File: src/include/id_settings.svh
//////////////////////////////////////////////////
// Build settings for the instruction ID tracker
// Pool size, ID width, retire ports and
// writeback ports
//////////////////////////////////////////////////

`ifndef ID_SETTINGS_SVH
`define ID_SETTINGS_SVH

// Number of instruction IDs in the rotating pool
`define MAX_IDS 8

// Width of one ID, log2 of the pool size
`define LOG2_MAX_IDS 3

// Instructions that can retire in one cycle
`define RETIRE_PORTS 2

// Writeback ports reporting multicycle completion
`define WB_PORTS 1

`endif

File: src/source/id_pkg.sv
//////////////////////////////////////////////////
// Shared types for the instruction ID tracker
// ID, occupancy count and retire count widths
//////////////////////////////////////////////////

`include "id_settings.svh"

package id_pkg;

    // One instruction ID
    typedef logic [`LOG2_MAX_IDS-1:0] id_t;

    // Occupancy count, top bit set when the pool is full
    typedef logic [`LOG2_MAX_IDS:0] id_count_t;

    // Instructions retired in one cycle, 0 to RETIRE_PORTS
    typedef logic [$clog2(`RETIRE_PORTS+1)-1:0] retire_count_t;

endpackage

File: src/source/id_allocator.sv
//////////////////////////////////////////////////
// ID allocator
// PC, fetch and decode ID pointers
// Oldest pre-issue pointer, supplied as issue_id
// Fetched, pre-issue and post-issue counters
// In-flight total and pool availability
//////////////////////////////////////////////////

`timescale 1ns/1ns

`include "id_settings.svh"

module id_allocator
    import id_pkg::*;
(
    input  logic          clk,
    input  logic          rst,
    input  logic          fetch_flush,
    input  logic          pc_id_assigned,
    input  logic          fetch_complete,
    input  logic          decode_advance,
    input  logic          instruction_issued,
    input  retire_count_t retire_count_next,
    output id_t           pc_id,
    output id_t           fetch_id,
    output id_t           decode_id,
    output id_t           issue_id,
    output logic          pc_id_available,
    output logic          decode_valid,
    output id_count_t     post_issue_count
);

    id_t       oldest_pre_issue_id;
    id_t       oldest_pre_issue_next;
    id_count_t fetched_count_neg;
    id_count_t pre_issue_count;
    id_count_t pre_issue_count_next;
    id_count_t post_issue_count_next;
    id_count_t inflight_count;

    //////////////////////////////////////////////////
    // ID pointers

    // Issue is in order, so the issued ID is always the oldest pre-issue one
    assign oldest_pre_issue_next = oldest_pre_issue_id + id_t'(instruction_issued);
    assign issue_id = oldest_pre_issue_id;

    always_ff @(posedge clk) begin
        if (rst) begin
            oldest_pre_issue_id <= '0;
        end else begin
            oldest_pre_issue_id <= oldest_pre_issue_next;
        end
    end

    // A flush rewinds the fetch side to the first unissued ID
    // Uses the next value so an issue in the flush cycle is not lost
    always_ff @(posedge clk) begin
        if (rst) begin
            pc_id     <= '0;
            fetch_id  <= '0;
            decode_id <= '0;
        end else if (fetch_flush) begin
            pc_id     <= oldest_pre_issue_next;
            fetch_id  <= oldest_pre_issue_next;
            decode_id <= oldest_pre_issue_next;
        end else begin
            pc_id     <= pc_id + id_t'(pc_id_assigned);
            fetch_id  <= fetch_id + id_t'(fetch_complete);
            decode_id <= decode_id + id_t'(decode_advance);
        end
    end

    //////////////////////////////////////////////////
    // Occupancy counters

    // Kept negative, so the top bit means decode holds an instruction
    always_ff @(posedge clk) begin
        if (rst || fetch_flush) begin
            fetched_count_neg <= '0;
        end else begin
            fetched_count_neg <= fetched_count_neg + id_count_t'(decode_advance)
                - id_count_t'(fetch_complete);
        end
    end

    assign decode_valid = fetched_count_neg[`LOG2_MAX_IDS];

    // Pre-issue IDs are dropped on a flush
    assign pre_issue_count_next = pre_issue_count + id_count_t'(pc_id_assigned)
        - id_count_t'(instruction_issued);

    always_ff @(posedge clk) begin
        if (rst || fetch_flush) begin
            pre_issue_count <= '0;
        end else begin
            pre_issue_count <= pre_issue_count_next;
        end
    end

    // Post-issue IDs leave only by retiring
    assign post_issue_count_next = post_issue_count + id_count_t'(instruction_issued)
        - id_count_t'(retire_count_next);

    always_ff @(posedge clk) begin
        if (rst) begin
            post_issue_count <= '0;
        end else begin
            post_issue_count <= post_issue_count_next;
        end
    end

    // Registered total, top bit set once every ID is taken
    always_ff @(posedge clk) begin
        if (rst) begin
            inflight_count <= '0;
        end else if (fetch_flush) begin
            inflight_count <= post_issue_count_next;
        end else begin
            inflight_count <= pre_issue_count_next + post_issue_count_next;
        end
    end

    assign pc_id_available = ~inflight_count[`LOG2_MAX_IDS];

endmodule

File: src/source/id_tracker_top.sv
//////////////////////////////////////////////////
// Instruction ID tracker top level
// ID allocator, metadata tables, writeback
// wait memory and retire control
//////////////////////////////////////////////////

`timescale 1ns/1ns

`include "id_settings.svh"

module id_tracker_top
    import id_pkg::*;
(
    input  logic                     clk,
    input  logic                     rst,
    // Fetch
    input  logic                     pc_id_assigned,
    input  logic [31:0]              if_pc,
    input  logic                     fetch_complete,
    input  logic [31:0]              fetch_instruction,
    input  logic                     fetch_flush,
    output id_t                      pc_id,
    output id_t                      fetch_id,
    output logic                     pc_id_available,
    // Decode
    input  logic                     decode_advance,
    input  logic                     decode_uses_rd,
    input  logic [4:0]               decode_rd_addr,
    output id_t                      decode_id,
    output logic                     decode_valid,
    output logic [31:0]              decode_pc,
    output logic [31:0]              decode_instruction,
    // Issue
    input  logic                     instruction_issued,
    input  logic                     issue_waits_for_wb,
    output id_t                      issue_id,
    // Writeback
    input  logic [`WB_PORTS-1:0]     wb_valid,
    input  id_t                      wb_id [`WB_PORTS],
    // Retire
    input  logic                     retire_hold,
    output id_t                      retire_ids [`RETIRE_PORTS],
    output retire_count_t            retire_count,
    output logic [`RETIRE_PORTS-1:0] retire_port_valid,
    output logic                     retire_rd_valid,
    output id_t                      retire_rd_id
);

    localparam int WAIT_WRITE_PORTS = `WB_PORTS + 1;

    id_count_t                   post_issue_count;
    retire_count_t               retire_count_next;
    id_t                         retire_ids_next [`RETIRE_PORTS];
    logic [`RETIRE_PORTS-1:0]    retire_uses_rd;
    logic [`RETIRE_PORTS-1:0]    id_waiting;
    logic [WAIT_WRITE_PORTS-1:0] wait_toggle;
    id_t                         wait_toggle_addr [WAIT_WRITE_PORTS];

    id_allocator u_id_allocator (
        .clk                (clk),
        .rst                (rst),
        .fetch_flush        (fetch_flush),
        .pc_id_assigned     (pc_id_assigned),
        .fetch_complete     (fetch_complete),
        .decode_advance     (decode_advance),
        .instruction_issued (instruction_issued),
        .retire_count_next  (retire_count_next),
        .pc_id              (pc_id),
        .fetch_id           (fetch_id),
        .decode_id          (decode_id),
        .issue_id           (issue_id),
        .pc_id_available    (pc_id_available),
        .decode_valid       (decode_valid),
        .post_issue_count   (post_issue_count)
    );

    metadata_tables u_metadata_tables (
        .clk                (clk),
        .pc_id_assigned     (pc_id_assigned),
        .pc_id              (pc_id),
        .if_pc              (if_pc),
        .fetch_complete     (fetch_complete),
        .fetch_id           (fetch_id),
        .fetch_instruction  (fetch_instruction),
        .decode_advance     (decode_advance),
        .decode_id          (decode_id),
        .decode_uses_rd     (decode_uses_rd),
        .decode_rd_addr     (decode_rd_addr),
        .retire_ids_next    (retire_ids_next),
        .decode_pc          (decode_pc),
        .decode_instruction (decode_instruction),
        .retire_uses_rd     (retire_uses_rd)
    );

    //////////////////////////////////////////////////
    // Writeback wait tracking

    // Port 0 marks a multicycle issue, the rest clear on writeback
    assign wait_toggle[0]      = instruction_issued & issue_waits_for_wb;
    assign wait_toggle_addr[0] = issue_id;

    for (genvar i = 0; i < `WB_PORTS; i++) begin : gen_wb_toggle
        assign wait_toggle[i+1]      = wb_valid[i];
        assign wait_toggle_addr[i+1] = wb_id[i];
    end

    toggle_memory #(
        .WRITE_PORTS (WAIT_WRITE_PORTS),
        .READ_PORTS  (`RETIRE_PORTS)
    ) u_toggle_memory (
        .clk         (clk),
        .rst         (rst),
        .toggle      (wait_toggle),
        .toggle_addr (wait_toggle_addr),
        .read_addr   (retire_ids_next),
        .in_use      (id_waiting)
    );

    retire_control u_retire_control (
        .clk               (clk),
        .rst               (rst),
        .retire_hold       (retire_hold),
        .post_issue_count  (post_issue_count),
        .retire_uses_rd    (retire_uses_rd),
        .id_waiting        (id_waiting),
        .retire_ids_next   (retire_ids_next),
        .retire_ids        (retire_ids),
        .retire_count_next (retire_count_next),
        .retire_count      (retire_count),
        .retire_port_valid (retire_port_valid),
        .retire_rd_valid   (retire_rd_valid),
        .retire_rd_id      (retire_rd_id)
    );

endmodule

File: src/source/metadata_tables.sv
//////////////////////////////////////////////////
// Per-ID metadata tables
// PC and instruction tables read by decode
// Uses-rd table read by the retire ports
//////////////////////////////////////////////////

`timescale 1ns/1ns

`include "id_settings.svh"

module metadata_tables
    import id_pkg::*;
(
    input  logic                     clk,
    input  logic                     pc_id_assigned,
    input  id_t                      pc_id,
    input  logic [31:0]              if_pc,
    input  logic                     fetch_complete,
    input  id_t                      fetch_id,
    input  logic [31:0]              fetch_instruction,
    input  logic                     decode_advance,
    input  id_t                      decode_id,
    input  logic                     decode_uses_rd,
    input  logic [4:0]               decode_rd_addr,
    input  id_t                      retire_ids_next [`RETIRE_PORTS],
    output logic [31:0]              decode_pc,
    output logic [31:0]              decode_instruction,
    output logic [`RETIRE_PORTS-1:0] retire_uses_rd
);

    logic [31:0]         pc_table [`MAX_IDS];
    logic [31:0]         instruction_table [`MAX_IDS];
    logic [`MAX_IDS-1:0] uses_rd_table;

    //////////////////////////////////////////////////
    // Table writes

    // PC captured when fetch takes the ID
    always_ff @(posedge clk) begin
        if (pc_id_assigned) begin
            pc_table[pc_id] <= if_pc;
        end
    end

    always_ff @(posedge clk) begin
        if (fetch_complete) begin
            instruction_table[fetch_id] <= fetch_instruction;
        end
    end

    // Register zero is never a real destination
    always_ff @(posedge clk) begin
        if (decode_advance) begin
            uses_rd_table[decode_id] <= decode_uses_rd && (decode_rd_addr != 5'd0);
        end
    end

    //////////////////////////////////////////////////
    // Asynchronous reads

    assign decode_pc          = pc_table[decode_id];
    assign decode_instruction = instruction_table[decode_id];

    always_comb begin
        for (int i = 0; i < `RETIRE_PORTS; i++) begin
            retire_uses_rd[i] = uses_rd_table[retire_ids_next[i]];
        end
    end

endmodule

File: src/source/retire_control.sv
//////////////////////////////////////////////////
// In-order retire control
// Retire ID pointers, one per port
// Retire selection with the single-rd rule
// Registered retire outputs
//////////////////////////////////////////////////

`timescale 1ns/1ns

`include "id_settings.svh"

module retire_control
    import id_pkg::*;
(
    input  logic                     clk,
    input  logic                     rst,
    input  logic                     retire_hold,
    input  id_count_t                post_issue_count,
    input  logic [`RETIRE_PORTS-1:0] retire_uses_rd,
    input  logic [`RETIRE_PORTS-1:0] id_waiting,
    output id_t                      retire_ids_next [`RETIRE_PORTS],
    output id_t                      retire_ids [`RETIRE_PORTS],
    output retire_count_t            retire_count_next,
    output retire_count_t            retire_count,
    output logic [`RETIRE_PORTS-1:0] retire_port_valid,
    output logic                     retire_rd_valid,
    output id_t                      retire_rd_id
);

    logic [`RETIRE_PORTS-1:0] id_is_post_issue;
    logic [`RETIRE_PORTS-1:0] retire_port_valid_next;
    logic                     contiguous_retire;
    logic                     retire_with_rd_found;
    id_t                      retire_rd_id_next;

    //////////////////////////////////////////////////
    // Retire ID pointers

    // Port i looks i entries past the oldest post-issue ID
    always_ff @(posedge clk) begin
        for (int i = 0; i < `RETIRE_PORTS; i++) begin
            if (rst) begin
                retire_ids_next[i] <= id_t'(i);
            end else begin
                retire_ids_next[i] <= retire_ids_next[i] + id_t'(retire_count_next);
            end
        end
    end

    //////////////////////////////////////////////////
    // Retire selection

    // The retiring block is contiguous from port 0
    // At most one rd writer per cycle, reported on retire_rd_id
    always_comb begin
        contiguous_retire    = 1'b1;
        retire_with_rd_found = 1'b0;
        retire_rd_id_next    = retire_ids_next[0];
        for (int i = 0; i < `RETIRE_PORTS; i++) begin
            id_is_post_issue[i] = post_issue_count > id_count_t'(i);
            retire_port_valid_next[i] = id_is_post_issue[i]
                && !id_waiting[i]
                && contiguous_retire
                && !(retire_uses_rd[i] && retire_with_rd_found)
                && !retire_hold;
            // First rd writer found wins the rd report
            if (retire_port_valid_next[i] && retire_uses_rd[i] && !retire_with_rd_found) begin
                retire_rd_id_next = retire_ids_next[i];
            end
            retire_with_rd_found = retire_with_rd_found
                | (retire_port_valid_next[i] & retire_uses_rd[i]);
            contiguous_retire = contiguous_retire & retire_port_valid_next[i];
        end
    end

    always_comb begin
        retire_count_next = '0;
        for (int i = 0; i < `RETIRE_PORTS; i++) begin
            retire_count_next = retire_count_next + retire_count_t'(retire_port_valid_next[i]);
        end
    end

    //////////////////////////////////////////////////
    // Registered outputs

    always_ff @(posedge clk) begin
        if (rst) begin
            retire_count      <= '0;
            retire_port_valid <= '0;
            retire_rd_valid   <= 1'b0;
        end else begin
            retire_count      <= retire_count_next;
            retire_port_valid <= retire_port_valid_next;
            retire_rd_valid   <= retire_with_rd_found;
        end
    end

    // IDs travel alongside the valid bits
    always_ff @(posedge clk) begin
        retire_rd_id <= retire_rd_id_next;
        for (int i = 0; i < `RETIRE_PORTS; i++) begin
            retire_ids[i] <= retire_ids_next[i];
        end
    end

endmodule

File: src/source/toggle_memory.sv
//////////////////////////////////////////////////
// One-bit in-use memory with several write ports
// One toggle bank per write port
// A location reads as in use when the banks XOR to one
//////////////////////////////////////////////////

`timescale 1ns/1ns

`include "id_settings.svh"

module toggle_memory
    import id_pkg::*;
#(
    parameter int WRITE_PORTS = 2,
    parameter int READ_PORTS  = 2
)
(
    input  logic                   clk,
    input  logic                   rst,
    input  logic [WRITE_PORTS-1:0] toggle,
    input  id_t                    toggle_addr [WRITE_PORTS],
    input  id_t                    read_addr [READ_PORTS],
    output logic [READ_PORTS-1:0]  in_use
);

    logic [`MAX_IDS-1:0] bank [WRITE_PORTS];

    // Each port only flips bits in its own bank, so ports never collide
    always_ff @(posedge clk) begin
        for (int w = 0; w < WRITE_PORTS; w++) begin
            if (rst) begin
                bank[w] <= '0;
            end else if (toggle[w]) begin
                bank[w][toggle_addr[w]] <= ~bank[w][toggle_addr[w]];
            end
        end
    end

    // Set on one port and clear on another cancel in the XOR
    always_comb begin
        for (int r = 0; r < READ_PORTS; r++) begin
            in_use[r] = 1'b0;
            for (int w = 0; w < WRITE_PORTS; w++) begin
                in_use[r] = in_use[r] ^ bank[w][read_addr[r]];
            end
        end
    end

endmodule

File: config.mk
export PLATFORM = sky130hd
export DESIGN_NAME = id_tracker_top
export DESIGN_NICKNAME = d
export VERILOG_FILES = /design/src/source/id_pkg.sv /design/src/source/id_allocator.sv /design/src/source/id_tracker_top.sv /design/src/source/metadata_tables.sv /design/src/source/retire_control.sv /design/src/source/toggle_memory.sv
export VERILOG_INCLUDE_DIRS = /design/src /design/src/include
export SDC_FILE = /design/constraint.sdc
export NUM_CORES = 1
export LEC_CHECK = 0
export BUFFER_PORTS_ARGS = -buffer_cell sky130_fd_sc_hd__buf_2
export CAP_MARGIN = 40
export CELL_PAD_IN_SITES_DETAIL_PLACEMENT = 0
export CELL_PAD_IN_SITES_GLOBAL_PLACEMENT = 1
export CORE_ASPECT_RATIO = 1.25
export CORE_UTILIZATION = 52
export DETAILED_ROUTE_END_ITERATION = 16
export PLACE_DENSITY_LB_ADDON = 0.1
export SLEW_MARGIN = 20
export SYNTH_ARGS = -nofsm -noshare
export SYNTH_HDL_FRONTEND = slang
export SYNTH_SLANG_ARGS = --single-unit
File: constraint.sdc
create_clock -name clk -period 5.6 [get_ports clk]
set_input_delay 0.56 -clock clk [delete_from_list [all_inputs] [get_ports clk]]
set_output_delay 0.56 -clock clk [all_outputs]
set_load 0.01 [all_outputs]
==> results.json <==
{
  "outcome": "finished clean",
  "gp_congestion": 0.786,
  "port_buffers": 174,
  "cts_tree": "yes",
  "grt_max_degree": 77,
  "drt_iter0_drc": 611,
  "finalWorstSetupSlack_ps": 1050,
  "synth_top_area_share_pct": 70.5,
  "cts.sinks": 581,
  "pre_cts_slack_ps": 1030,
  "syn-instance-count": 1095,
  "worstHoldPathCells": 1,
  "ys_seq_area_share_pct": 74.4,
  "viasPerCell": 5.63,
  "busiest_layer": "met2",
  "dr.pass1.iters": 5,
  "cts_resized": 0,
  "swShare_pct": 22.6,
  "ys_top_cells_by_area": "edfxtp_1, mux4_2, dfxtp_1, mux2_2, ha_1",
  "post-route-period-util_pct": 81.3,
  "slowest_delay_ps": 550,
  "hold_viol": 0,
  "ys_types": 46,
  "wl_per_cell_microns": 23.0,
  "reg2reg_to": "u_id_allocator.inflight_count[3]",
  "synth_edf_count": 536,
  "post-dp-hpwl_microns": 24800,
  "clkPwrFrac_pct": 37.2,
  "cts.clk_slew.worst_paths_ps": 60,
  "cpLargestDelayFamily": "adder cells",
  "crit_top_cell": "ha_1",
  "grt_pass1_vias": 11433,
  "antenna_found_initial": 5,
  "critPathArrivalTime_ps": 5020,
  "final_core_util_pct": 61.1,
  "async_flop_share_pct": 0,
  "critPathRequiredTime_ps": 6070,
  "p_leak_nw": 8.78,
  "grt_remaining_overflow": 0,
  "reg2reg_from": "u_toggle_memory.bank[1][6]",
  "drv_slew": 0,
  "tightest_slew_ps": 621,
  "fin_nets": 1418,
  "synthTopCellsByCount": "edfxtp_1, mux4_2, mux2_2, nor2_1, dfxtp_1",
  "ios": 175,
  "grt.met1_usage_pct": 25.6,
  "use_met3_pct": 4.23,
  "routed_wl_microns": 43900,
  "path_class": "flip-flop to flip-flop",
  "rsz0062_at_grt": "no",
  "worstRegToRegCells": 18,
  "slew_headroom_pct": 58.6,
  "fillers": 3203,
  "timing.fmax_mhz": 220,
  "synthToLayoutAreaGrowth_pct": 15.4,
  "ant_nets": 0,
  "crit_chain": "xnor2_1 > mux4_1 > and2_1 > o21ai_1 > nor2_1 > ha_1 > ha_1 > inv_1 > ha_1 > inv_1 > fa_1 > inv_1 > ha_1 > a31o_2 > a21oi_1 > xnor3_1 > nor3_1 > nor3_1",
  "synth_area_sq_mm": 0.0228,
  "finalPower_mw": 9.86,
  "hold_end": "u_metadata_tables.pc_table[6][16]",
  "drive_gt1_share_pct": 36.9,
  "core_area_sq_mm": 0.0432,
  "cts_buffers": 55,
  "grt_pass1_wl_microns": 67500,
  "cts-root-buf": "clkbuf_16",
  "synth_area_leader_cell": "edfxtp_1",
  "yosysMostFrequentCell": "edfxtp_1",
  "hp-class": "primary input to flip-flop",
  "crit_buf_inv": 3,
  "fin_crit_ps": 4550,
  "rows": 85,
  "synth_seq_cells": 581,
  "setup_viol": 0,
  "cpMaxStageDelayCell": "fa_1",
  "critPathCaptureType": "flip-flop",
  "p_comb_share_pct": 11.9,
  "syn_area_per_cell_sq_um": 20.9,
  "multi_input_area_sq_mm": 0.00567,
  "synthFlopType": "edfxtp_1",
  "yosys_warnings": 0,
  "cts.path.max_buffers": 3,
  "cap_violations": 0,
  "vias": 10746,
  "worst_ir_drop_vdd_uv": 311,
  "use_met2_pct": 35.3,
  "hold_start": "if_pc[16]",
  "gr-usage-all-layers_pct": 20.4,
  "r2r_slack_ps": 1050,
  "clock_latency_ps": 600,
  "die_h_microns": 236,
  "clock_skew_ps": 10.5,
  "initial_utilization_pct": 52.9,
  "htree_levels": 2,
  "post-route-drc-count": 0,
  "netSwitchingPower_mw": 2.23,
  "cts_setup_buffers": 0,
  "setup_tns_ps": 0,
  "internal_power_mw": 7.64,
  "seq_power_share_pct": 51.0,
  "worstPathMaxFanout": 5,
  "cp-start-kind": "flip-flop",
  "register_area_sq_mm": 0.0170,
  "dieArea_sq_mm": 0.0448,
  "hold_buffers": 0,
  "p_per_area_mw_per_mm2": 374,
  "dieWidth_microns": 189,
  "synthesis.nets": 1210
}
## cell type report
type                       instances  share of cell area (%)
clock buffer                      73                    5.51
antenna                            2                  0.0190
timing repair buffer             198                    4.22
sequential                       581                    64.5
inverter                          27                   0.384
multi-input combinational        440                    21.5
tap                              565                    2.68
clock inverter                    24                    1.20
## power by group through the flow
stage          registers (mW)  logic [mW]  clock network, mW
4_1_cts                  5.03        1.20               3.76
6_report                 5.03        1.17               3.67
3_3_place_gp             5.14        1.16                  0
3_5_place_dp             5.12        1.19                  0
2_1_floorplan            5.09       0.810                  0
5_1_grt                  5.05        1.30               3.92
## registers in the layout (all words and copies together), names as in the netlist, 2 cells and up
signal                               flops
u_id_allocator.pc_id                     3
u_id_allocator.fetched_count_neg         4
u_retire_control.retire_count            2
u_retire_control.retire_ids              6
u_metadata_tables.instruction_table    256
u_retire_control.retire_rd_id            3
u_id_allocator.fetch_id                  3
u_id_allocator.pre_issue_count           4
u_metadata_tables.pc_table             256
u_toggle_memory.bank                    16
u_id_allocator.decode_id                 3
u_retire_control.retire_port_valid       2
u_metadata_tables.uses_rd_table          8
u_id_allocator.issue_id                  3
u_retire_control.retire_ids_next         6
u_id_allocator.post_issue_count          4
## worst max-delay path by stage
stage	from	to	slack [ps]	cells past startpoint
floorplan	u_toggle_memory.bank[0][4]	u_id_allocator.inflight_count[3]	1350	18
global placement	u_retire_control.retire_ids_next[4]	u_id_allocator.inflight_count[3]	1050	18
detailed placement	u_toggle_memory.bank[1][6]	u_id_allocator.inflight_count[3]	1030	18
CTS	u_toggle_memory.bank[1][4]	u_id_allocator.inflight_count[3]	1010	18
global route	u_toggle_memory.bank[1][6]	u_id_allocator.inflight_count[3]	630	18
finish	u_toggle_memory.bank[1][6]	u_id_allocator.inflight_count[3]	1050	18
## layout by cell type, fill, tap and decap left out, types with 6 or more instances in the layout
master | netlist | final
a21oi_1 | 12 | 12
and2_1 | 7 | 7
buf_2 | 12 | 174
buf_4 | 0 | 19
bufinv_16 | 0 | 7
clkbuf_1 | 27 | 17
clkbuf_16 | 0 | 55
clkinv_1 | 0 | 11
dfxtp_1 | 45 | 42
edfxtp_1 | 536 | 536
ha_1 | 27 | 27
inv_1 | 26 | 26
mux2_2 | 68 | 68
mux4_2 | 135 | 135
nand2_1 | 14 | 14
nand2b_1 | 21 | 21
nor2_1 | 47 | 35
nor2_4 | 0 | 12
nor2b_1 | 7 | 7
nor3_1 | 15 | 11
o21ai_0 | 11 | 11
o31ai_1 | 6 | 6
xnor2_1 | 10 | 10
xor2_1 | 16 | 16
## layer usage
layer	routed length, microns	vias to the layer above
met5	54	-
met4	1060	8
met3	2350	74
met2	22600	237
met1	17800	5564
li1	-	4863
## cell families (layout without fill, tap and decap cells)
logic type                 Yosys count  in the layout  share of synthesized area (%)
other                                0              2                              0
buffers and inverters               74            322                           1.29
AOI/OAI and AO/OA                   46             46                           1.34
DFF                                581            581                           74.4
muxes                              212            212                           17.3
adders and majority gates           32             32                           1.92
xor gates and xnor gates            27             27                           1.10
and+or+nand+nor                    123            123                           2.68
## through the flow
stage / cell area, sq um / hold WS (ps) / cells
finish: 26400 / 219 / 1910
global route: 26400 / 206 / 1908
CTS: 26400 / 184 / 1908
detailed placement: 24600 / 434 / 1811
global placement: 24500 / 436 / 1808
floorplan: 22800 / 330 / 1095
## worst reg2reg max path, stage by stage, from the launching register on
cell,delay (ps)
edfxtp_1,450
xnor2_1,160
mux4_1,540
and2_1,190
o21ai_1,290
nor2_1,100
ha_1,360
ha_1,290
inv_1,50
ha_1,150
inv_1,60
fa_1,550
inv_1,50
ha_1,280
a31o_2,240
a21oi_1,160
xnor3_1,250
nor3_1,180
nor3_1,70
Power figures use the tool's default switching activity.
